File: src/verilog/cpu_settings.svh
`ifndef CPU_SETTINGS_SVH
`define CPU_SETTINGS_SVH

// data path word, one sram word per address
`define WORD_WIDTH 16

// sram address and pc width
`define ADDR_WIDTH 16

// register number field in the instruction
`define REG_ADDR_WIDTH 4

// general purpose registers, r0 included
`define NUM_REGS 16

`endif
File: src/verilog/core_pkg.sv
`default_nettype none

package core_pkg;

        // control states, every instruction starts in FETCH
        typedef enum logic [3:0] {
                FETCH       = 4'd0,
                DECODE      = 4'd1,
                ALU_EXEC    = 4'd2,
                LOAD_ADDR   = 4'd3,
                LOAD_DATA   = 4'd4,
                STORE_ADDR  = 4'd5,
                STORE_WRITE = 4'd6,
                STORE_DONE  = 4'd7,
                BRANCH_TEST = 4'd8,
                BRANCH_TAKE = 4'd9,
                JUMP_EXEC   = 4'd10,
                NOP_EXEC    = 4'd11
        } fsm_state_t;

        // alu functions, result = b op a
        typedef enum logic [1:0] {
                ALU_ADD  = 2'd0,
                ALU_SUB  = 2'd1,
                ALU_NAND = 2'd2,
                ALU_LT   = 2'd3
        } alu_op_t;

endpackage

`default_nettype wire

File: src/verilog/isa_pkg.sv
`default_nettype none

package isa_pkg;

        `include "cpu_settings.svh"

        // one data word, also the instruction word
        typedef logic [`WORD_WIDTH-1:0] word_t;

        // sram address, also the pc
        typedef logic [`ADDR_WIDTH-1:0] mem_addr_t;

        // register number, op1 / op2 / op3 fields
        typedef logic [`REG_ADDR_WIDTH-1:0] reg_addr_t;

        // bits 3..0, unsigned immediate or forward branch offset
        typedef logic [3:0] imm_t;

        // bits 11..0, signed jump offset
        typedef logic signed [11:0] jump_offset_t;

        // bits 15..12
        // reserved codes execute as no-ops
        typedef enum logic [3:0] {
                ADD     = 4'd0,
                ADDI    = 4'd1,
                SUB     = 4'd2,
                SUBI    = 4'd3,
                RSVD_4  = 4'd4,
                SW      = 4'd5,
                LW      = 4'd6,
                LT      = 4'd7,
                NAND    = 4'd8,
                RSVD_9  = 4'd9,
                RSVD_10 = 4'd10,
                RSVD_11 = 4'd11,
                BLT     = 4'd12,
                RSVD_13 = 4'd13,
                BEQ     = 4'd14,
                JUMP    = 4'd15
        } opcode_t;

endpackage

`default_nettype wire

File: src/verilog/cpu_core.sv
`timescale 1ns/1ns
`default_nettype none

module cpu_core (
        input  wire                  clk,
        input  wire                  reset,
        input  wire isa_pkg::word_t  sram_d,
        output isa_pkg::mem_addr_t   sram_addr,
        output isa_pkg::word_t       sram_q,
        output logic                 sram_we_n
);

        import isa_pkg::*;
        import core_pkg::*;

        // register file ports
        reg_addr_t reg_addr_a;
        reg_addr_t reg_addr_b;
        reg_addr_t reg_addr_c;
        logic      reg_we;
        word_t     reg_data_c;
        word_t     reg_a;
        word_t     reg_b;

        // alu ports
        alu_op_t   alu_op;
        word_t     alu_operand_a;
        word_t     alu_result;
        logic      alu_zero;

        // sequencing, pc and sram port
        control_fsm u_control (
                .clk           (clk),
                .reset         (reset),
                .sram_d        (sram_d),
                .reg_a         (reg_a),
                .reg_b         (reg_b),
                .alu_result    (alu_result),
                .alu_zero      (alu_zero),
                .sram_addr     (sram_addr),
                .sram_q        (sram_q),
                .sram_we_n     (sram_we_n),
                .reg_addr_a    (reg_addr_a),
                .reg_addr_b    (reg_addr_b),
                .reg_addr_c    (reg_addr_c),
                .reg_we        (reg_we),
                .reg_data_c    (reg_data_c),
                .alu_op        (alu_op),
                .alu_operand_a (alu_operand_a)
        );

        register_file u_regs (
                .clk        (clk),
                .reset      (reset),
                .reg_addr_a (reg_addr_a),
                .reg_addr_b (reg_addr_b),
                .reg_addr_c (reg_addr_c),
                .reg_we     (reg_we),
                .reg_data_c (reg_data_c),
                .reg_a      (reg_a),
                .reg_b      (reg_b)
        );

        // operand b always straight from port b
        alu u_alu (
                .alu_op    (alu_op),
                .operand_a (alu_operand_a),
                .operand_b (reg_b),
                .result    (alu_result),
                .zero      (alu_zero)
        );

endmodule

`default_nettype wire

File: src/verilog/control_fsm.sv
`timescale 1ns/1ns
`default_nettype none

module control_fsm (
        input  wire                    clk,
        input  wire                    reset,
        input  wire isa_pkg::word_t    sram_d,
        input  wire isa_pkg::word_t    reg_a,
        input  wire isa_pkg::word_t    reg_b,
        input  wire isa_pkg::word_t    alu_result,
        input  wire                    alu_zero,
        output isa_pkg::mem_addr_t     sram_addr,
        output isa_pkg::word_t         sram_q,
        output logic                   sram_we_n,
        output isa_pkg::reg_addr_t     reg_addr_a,
        output isa_pkg::reg_addr_t     reg_addr_b,
        output isa_pkg::reg_addr_t     reg_addr_c,
        output logic                   reg_we,
        output isa_pkg::word_t         reg_data_c,
        output core_pkg::alu_op_t      alu_op,
        output isa_pkg::word_t         alu_operand_a
);

        import isa_pkg::*;
        import core_pkg::*;

        fsm_state_t   state;
        fsm_state_t   state_next;
        mem_addr_t    pc;
        word_t        instr;
        logic         branch_taken;
        logic         branch_cond;
        logic         imm_sel;
        opcode_t      opcode;
        reg_addr_t    op1;
        reg_addr_t    op2;
        reg_addr_t    op3;
        imm_t         imm;
        jump_offset_t jump_offset;
        mem_addr_t    pc_inc;
        mem_addr_t    pc_branch;
        mem_addr_t    pc_jump;

        // instruction fields
        assign opcode      = opcode_t'(instr[15:12]);
        assign op1         = instr[3:0];
        assign op2         = instr[7:4];
        assign op3         = instr[11:8];
        assign imm         = instr[3:0];
        assign jump_offset = instr[11:0];

        // pc candidates
        assign pc_inc    = pc + mem_addr_t'(1);
        assign pc_branch = pc + mem_addr_t'(imm);
        // offset is sign extended by the cast
        assign pc_jump   = pc + mem_addr_t'(jump_offset);

        // BEQ uses the subtract zero flag and BLT the lt bit
        assign branch_cond = (opcode == BEQ) ? alu_zero : alu_result[0];

        // load data bypasses the alu
        assign reg_data_c = (state == LOAD_DATA) ? sram_d : alu_result;

        // zero extended immediate replaces ra
        assign alu_operand_a = imm_sel ? word_t'(imm) : reg_a;

        // next state
        always_comb begin
                state_next = FETCH;
                case (state)
                        FETCH:       state_next = DECODE;
                        DECODE: begin
                                case (opcode)
                                        ADD, ADDI, SUB, SUBI, LT, NAND: state_next = ALU_EXEC;
                                        LW:       state_next = LOAD_ADDR;
                                        SW:       state_next = STORE_ADDR;
                                        BLT, BEQ: state_next = BRANCH_TEST;
                                        JUMP:     state_next = JUMP_EXEC;
                                        // dropped opcodes
                                        default:  state_next = NOP_EXEC;
                                endcase
                        end
                        LOAD_ADDR:   state_next = LOAD_DATA;
                        STORE_ADDR:  state_next = STORE_WRITE;
                        STORE_WRITE: state_next = STORE_DONE;
                        BRANCH_TEST: state_next = BRANCH_TAKE;
                        default:     state_next = FETCH;
                endcase
        end

        always_ff @(posedge clk or negedge reset) begin
                if (!reset) begin
                        state <= FETCH;
                end else begin
                        state <= state_next;
                end
        end

        // latched in FETCH where sram_addr already holds pc
        always_ff @(posedge clk) begin
                if (state == FETCH) begin
                        instr <= sram_d;
                end
        end

        // pc and sram port registers
        // sram_addr follows every pc change in the same edge
        always_ff @(posedge clk or negedge reset) begin
                if (!reset) begin
                        pc           <= '0;
                        sram_addr    <= '0;
                        sram_q       <= '0;
                        sram_we_n    <= 1'b1;
                        branch_taken <= 1'b0;
                end else begin
                        case (state)
                                ALU_EXEC, NOP_EXEC, LOAD_DATA, STORE_DONE: begin
                                        pc        <= pc_inc;
                                        sram_addr <= pc_inc;
                                end
                                JUMP_EXEC: begin
                                        pc        <= pc_jump;
                                        sram_addr <= pc_jump;
                                end
                                // compare is registered and pc moves next cycle
                                BRANCH_TEST: branch_taken <= branch_cond;
                                BRANCH_TAKE: begin
                                        pc        <= branch_taken ? pc_branch : pc_inc;
                                        sram_addr <= branch_taken ? pc_branch : pc_inc;
                                end
                                // effective address rb + imm
                                LOAD_ADDR: sram_addr <= mem_addr_t'(alu_result);
                                STORE_ADDR: begin
                                        sram_addr <= mem_addr_t'(alu_result);
                                        sram_q    <= reg_a;
                                        // low for STORE_WRITE only
                                        sram_we_n <= 1'b0;
                                end
                                STORE_WRITE: sram_we_n <= 1'b1;
                                default: begin
                                end
                        endcase
                end
        end

        // register addresses, alu function and operand select per state
        always_comb begin
                reg_addr_a = op1;
                reg_addr_b = op2;
                reg_addr_c = op3;
                reg_we     = 1'b0;
                alu_op     = ALU_ADD;
                imm_sel    = 1'b0;
                case (state)
                        ALU_EXEC: begin
                                reg_we = 1'b1;
                                case (opcode)
                                        SUB, SUBI: alu_op = ALU_SUB;
                                        NAND:      alu_op = ALU_NAND;
                                        LT:        alu_op = ALU_LT;
                                        default:   alu_op = ALU_ADD;
                                endcase
                                imm_sel = (opcode == ADDI) || (opcode == SUBI);
                        end
                        LOAD_ADDR: imm_sel = 1'b1;
                        LOAD_DATA: reg_we = 1'b1;
                        // op3 holds the store data and goes through port a
                        STORE_ADDR: begin
                                reg_addr_a = op3;
                                imm_sel    = 1'b1;
                        end
                        // b is reg[op2] and a is reg[op3]
                        BRANCH_TEST: begin
                                reg_addr_a = op3;
                                alu_op     = (opcode == BEQ) ? ALU_SUB : ALU_LT;
                        end
                        default: begin
                        end
                endcase
        end

endmodule

`default_nettype wire

File: src/verilog/register_file.sv
`timescale 1ns/1ns
`default_nettype none

`include "cpu_settings.svh"

module register_file (
        input  wire                     clk,
        input  wire                     reset,
        input  wire isa_pkg::reg_addr_t reg_addr_a,
        input  wire isa_pkg::reg_addr_t reg_addr_b,
        input  wire isa_pkg::reg_addr_t reg_addr_c,
        input  wire                     reg_we,
        input  wire isa_pkg::word_t     reg_data_c,
        output isa_pkg::word_t          reg_a,
        output isa_pkg::word_t          reg_b
);

        import isa_pkg::*;

        word_t regs [`NUM_REGS];

        // one write port, registered
        always_ff @(posedge clk or negedge reset) begin
                if (!reset) begin
                        for (int i = 0; i < `NUM_REGS; i++) begin
                                regs[i] <= '0;
                        end
                end else if (reg_we) begin
                        regs[reg_addr_c] <= reg_data_c;
                end
        end

        // asynchronous reads
        assign reg_a = regs[reg_addr_a];
        assign reg_b = regs[reg_addr_b];

endmodule

`default_nettype wire

File: src/verilog/alu.sv
`timescale 1ns/1ns
`default_nettype none

module alu (
        input  wire core_pkg::alu_op_t alu_op,
        input  wire isa_pkg::word_t    operand_a,
        input  wire isa_pkg::word_t    operand_b,
        output isa_pkg::word_t         result,
        output logic                   zero
);

        import core_pkg::*;

        // b is the first source, a the second
        always_comb begin
                case (alu_op)
                        ALU_ADD:  result = operand_b + operand_a;
                        ALU_SUB:  result = operand_b - operand_a;
                        ALU_NAND: result = ~(operand_b & operand_a);
                        // unsigned compare, 0 or 1
                        ALU_LT: begin
                                result    = '0;
                                result[0] = operand_b < operand_a;
                        end
                        default:  result = '0;
                endcase
        end

        // equality test for BEQ after subtract
        assign zero = (result == '0);

endmodule

`default_nettype wire

File: config.mk
export PLATFORM = sky130hd
export DESIGN_NAME = cpu_core
export DESIGN_NICKNAME = d
export VERILOG_FILES = /design/src/verilog/core_pkg.sv /design/src/verilog/isa_pkg.sv /design/src/verilog/cpu_core.sv /design/src/verilog/control_fsm.sv /design/src/verilog/register_file.sv /design/src/verilog/alu.sv
export VERILOG_INCLUDE_DIRS = /design/src /design/src/verilog
export SDC_FILE = /design/constraint.sdc
export NUM_CORES = 1
export LEC_CHECK = 0
export ABC_AREA = 1
export BUFFER_PORTS_ARGS = -buffer_cell sky130_fd_sc_hd__buf_2
export CORE_MARGIN = 3
export CORE_UTILIZATION = 30
export CTS_CLUSTER_SIZE = 16
export DETAILED_ROUTE_END_ITERATION = 7
export PLACE_DENSITY = 0.51
export SLEW_MARGIN = 20
export SYNTH_ARGS = -nofsm -noshare
export SYNTH_HDL_FRONTEND = slang
export SYNTH_SLANG_ARGS = --single-unit
export TNS_END_PERCENT = 1
File: constraint.sdc
create_clock -name clk -period 10.5 [get_ports clk]
set_clock_uncertainty 0.2 [all_clocks]
set_input_delay 0.525 -clock clk [delete_from_list [all_inputs] [get_ports clk]]
set_output_delay 0.525 -clock clk [all_outputs]
set_load 0.005 [all_outputs]
==> results.cfg <==
[yosys]
netlist_area_mm2 = 0.0212
yosysTopAreaCell = dfrtp_1
synth_xor_area_frac = 0.00784
synth_cell_types = 54
synthAdderAreaFrac = 0.0317
synth_top_area_share = 0.364
synth_compound_area_frac = 0.216
synthesis.nets = 3046
synth_simple_gate_area_share = 0.255
syn-instance-count = 2976
synth_flop_cell = dfrtp_1
synth-seq-area-share = 0.392
synthArstFlopShare = 0.939
yosys_warnings = 0
synth_top_family_by_area = simple AND/OR/NAND/NOR gates
synthMuxAreaShare = 0.00365
netlist_top_cells_area = dfrtp_1 (36%), nand2_1 (14%), nand3_1 (7.0%)
ys_seq_elements = 330
synth_edf_count = 16
syn_area_per_cell_um2 = 7.14

[global_routing]
overflow = 0
grt_pass1_vias = 18987
grt_pass1_wl_mm = 120
grt_max_degree = 203
antenna_found_initial = 1
track_usage = 0.211

[clock_tree]
clkLatencyLatePin_ns = 0.58
cts.sinks = 330
cts-root-buf = clkbuf_16
htree_levels = 2
tritoncts = yes
clk_pin_slew_ns = 0.06
cts_buffer_depth = 3
cts_resized = 0
cts_buffers = 39

[worst_setup_path]
crit_slowest_cell = buf_4
cp_max_fo = 49
crit_top_cell = nand3_1
cp_slowest_stage_delay_ns = 0.72
crit_family = simple AND/OR/NAND/NOR gates
path_class = reg -> reg
path_buf_inv = 2
cp.required_ns = 10.72
cp-start-kind = flop
cp_data_arrival_time_ns = 6.43
end_kind = flop

[route]
vias = 20120
finalWirelength_mm = 78.7
remaining_drc_errors = 0
drtIter0Drc = 2225
firstDrtPassIters = 6
viasPerCell = 5.19
antenna_left = 0
wl_per_cell_um = 20.3

[placement]
hpwl_mm = 50.3
numPortBuffers = 50
place_congestion = 0.956

[die]
initial_utilization = 0.306
die_h_um = 272
die_x_um = 272
num_rows = 96
top_level_ports = 51
die_area_mm2 = 0.0740
coreArea_mm2 = 0.0693

[timing]
worst_slew_pin_slew_ns = 1.14
relSlewSlack = 0.240
timing.final.crit_share = 0.591
rsz0062_at_grt = false
maxSlewViolCount = 0
fin_crit_ns = 6.20
hold_viol = 0
tns_ns = 0
clock.fmax_mhz = 161
final-setup-viol-count = 0

[layout]
nets = 2988
final_common_cell = nand2_1
drive_gt1_frac = 0.0787
layout_common_cells = nand2_1 (774), dfrtp_1 (309), nand3_1 (298), o21ai_0 (279), inv_1 (267)
syn_to_final_growth_pct = 10.8

[job]
drv_cap = 0

[status]
outcome = finished, final reports clean

[hold_path]
hold_class = in -> reg
[cell type report]
type / count / area [µm²]
flip-flops and latches: 330 / 8320
repair buffers: 87 / 596
inverters: 307 / 1150
well taps: 931 / 1160
multi-input cells: 2153 / 11000
clock inverters: 15 / 194
clock buffers: 55 / 1150
fillers: 7566 / 45800
diodes: 1 / 2.50
[per-stage QoR]
stage	hold WS, ns	util	std cells	worst slack [ns]	area, µm²
detailed placement	0.216	0.319	3800	4.37	22100
floorplan	0.0294	-	2976	6.55	21200
global placement	0.220	0.319	3800	4.43	22100
global route	0.00464	0.340	3878	3.85	23500
CTS	0.000533	0.340	3878	4.37	23500
finish	0.0218	0.340	3879	4.30	23500
[cell families after synthesis]
logic type / after synthesis
and+or+nand+nor: 1288
AOI/OAI and AO/OA: 790
buffers and inverters: 493
DFF: 330
adders and majority gates: 52
xor gates and xnor gates: 19
muxes: 4
[synthesized netlist by cell type, types with 2 or more instances]
library cell / count
nand2_1: 774
nand2_4: 4
o211ai_1: 183
a21oi_1: 128
xor2_1: 14
or2_0: 3
a22oi_1: 2
a21o_1: 2
nor2_2: 11
or2_2: 5
nor2_8: 2
inv_2: 29
edfxtp_1: 16
nand2_2: 5
inv_1: 275
o21bai_1: 2
nor3_1: 9
buf_4: 23
a31oi_1: 4
clkinv_1: 3
mux2i_4: 3
o21ai_2: 16
clkbuf_1: 108
dfxtp_1: 4
o22ai_1: 14
o21a_1: 3
o21ai_1: 142
o21ai_0: 279
nand4_1: 11
nand3_1: 298
buf_1: 7
or2_1: 2
nor2_1: 154
o221ai_1: 8
ha_1: 49
fa_1: 3
xnor2_1: 5
nand3b_1: 3
nand3_2: 3
buf_2: 48
dfrtp_1: 309
[routing by layer]
layer	global-route usage	vias up	share of wire
met4	0.0751	0	0.034
met2	0.329	642	0.44
li1	-	9869	-
met3	0.0295	131	0.058
met5	0	-	0
met1	0.298	9478	0.47
[path summary, 6_finish.rpt]
| path | from | to | slack, ns | cells after the start |
|---|---|---|---|---|
| setup / recovery | u_control.state[2] | u_regs.regs[236] | 4.30 | 25 |
| hold / removal | sram_d[1] | u_control.instr[1] | 0.02 | 1 |
| setup reg to reg | u_control.state[2] | u_regs.regs[236] | 4.30 | 25 |
| hold reg to reg | flop | u_control.state[3] | 0.22 | 2 |
| max in group asynchronous | reset | u_control.pc[11] | 8.27 | 3 |
| min in group asynchronous | reset | u_regs.regs[155] | 0.44 | 2 |
[state kept, by name, summed over array words and instances (netlist names), named ones only]
signal	count
u_control.state	4
u_regs.regs	256
u_control.pc	16
u_control.sram_we_n	1
u_control.branch_taken	1
u_control.sram_addr	16
u_control.instr	16
u_control.sram_q	16
[repair_timing]
| action | in CTS | in global routing |
|---|---|---|
| endpoints found under the hold margin | 113 | 0 |
| hold buffers | 8 | 0 |
| buffers inserted | 0 | 0 |
Power is left out: the tool's default activity adds up to more than one toggle a clock period on the data nets, which glitch-free logic cannot reach.
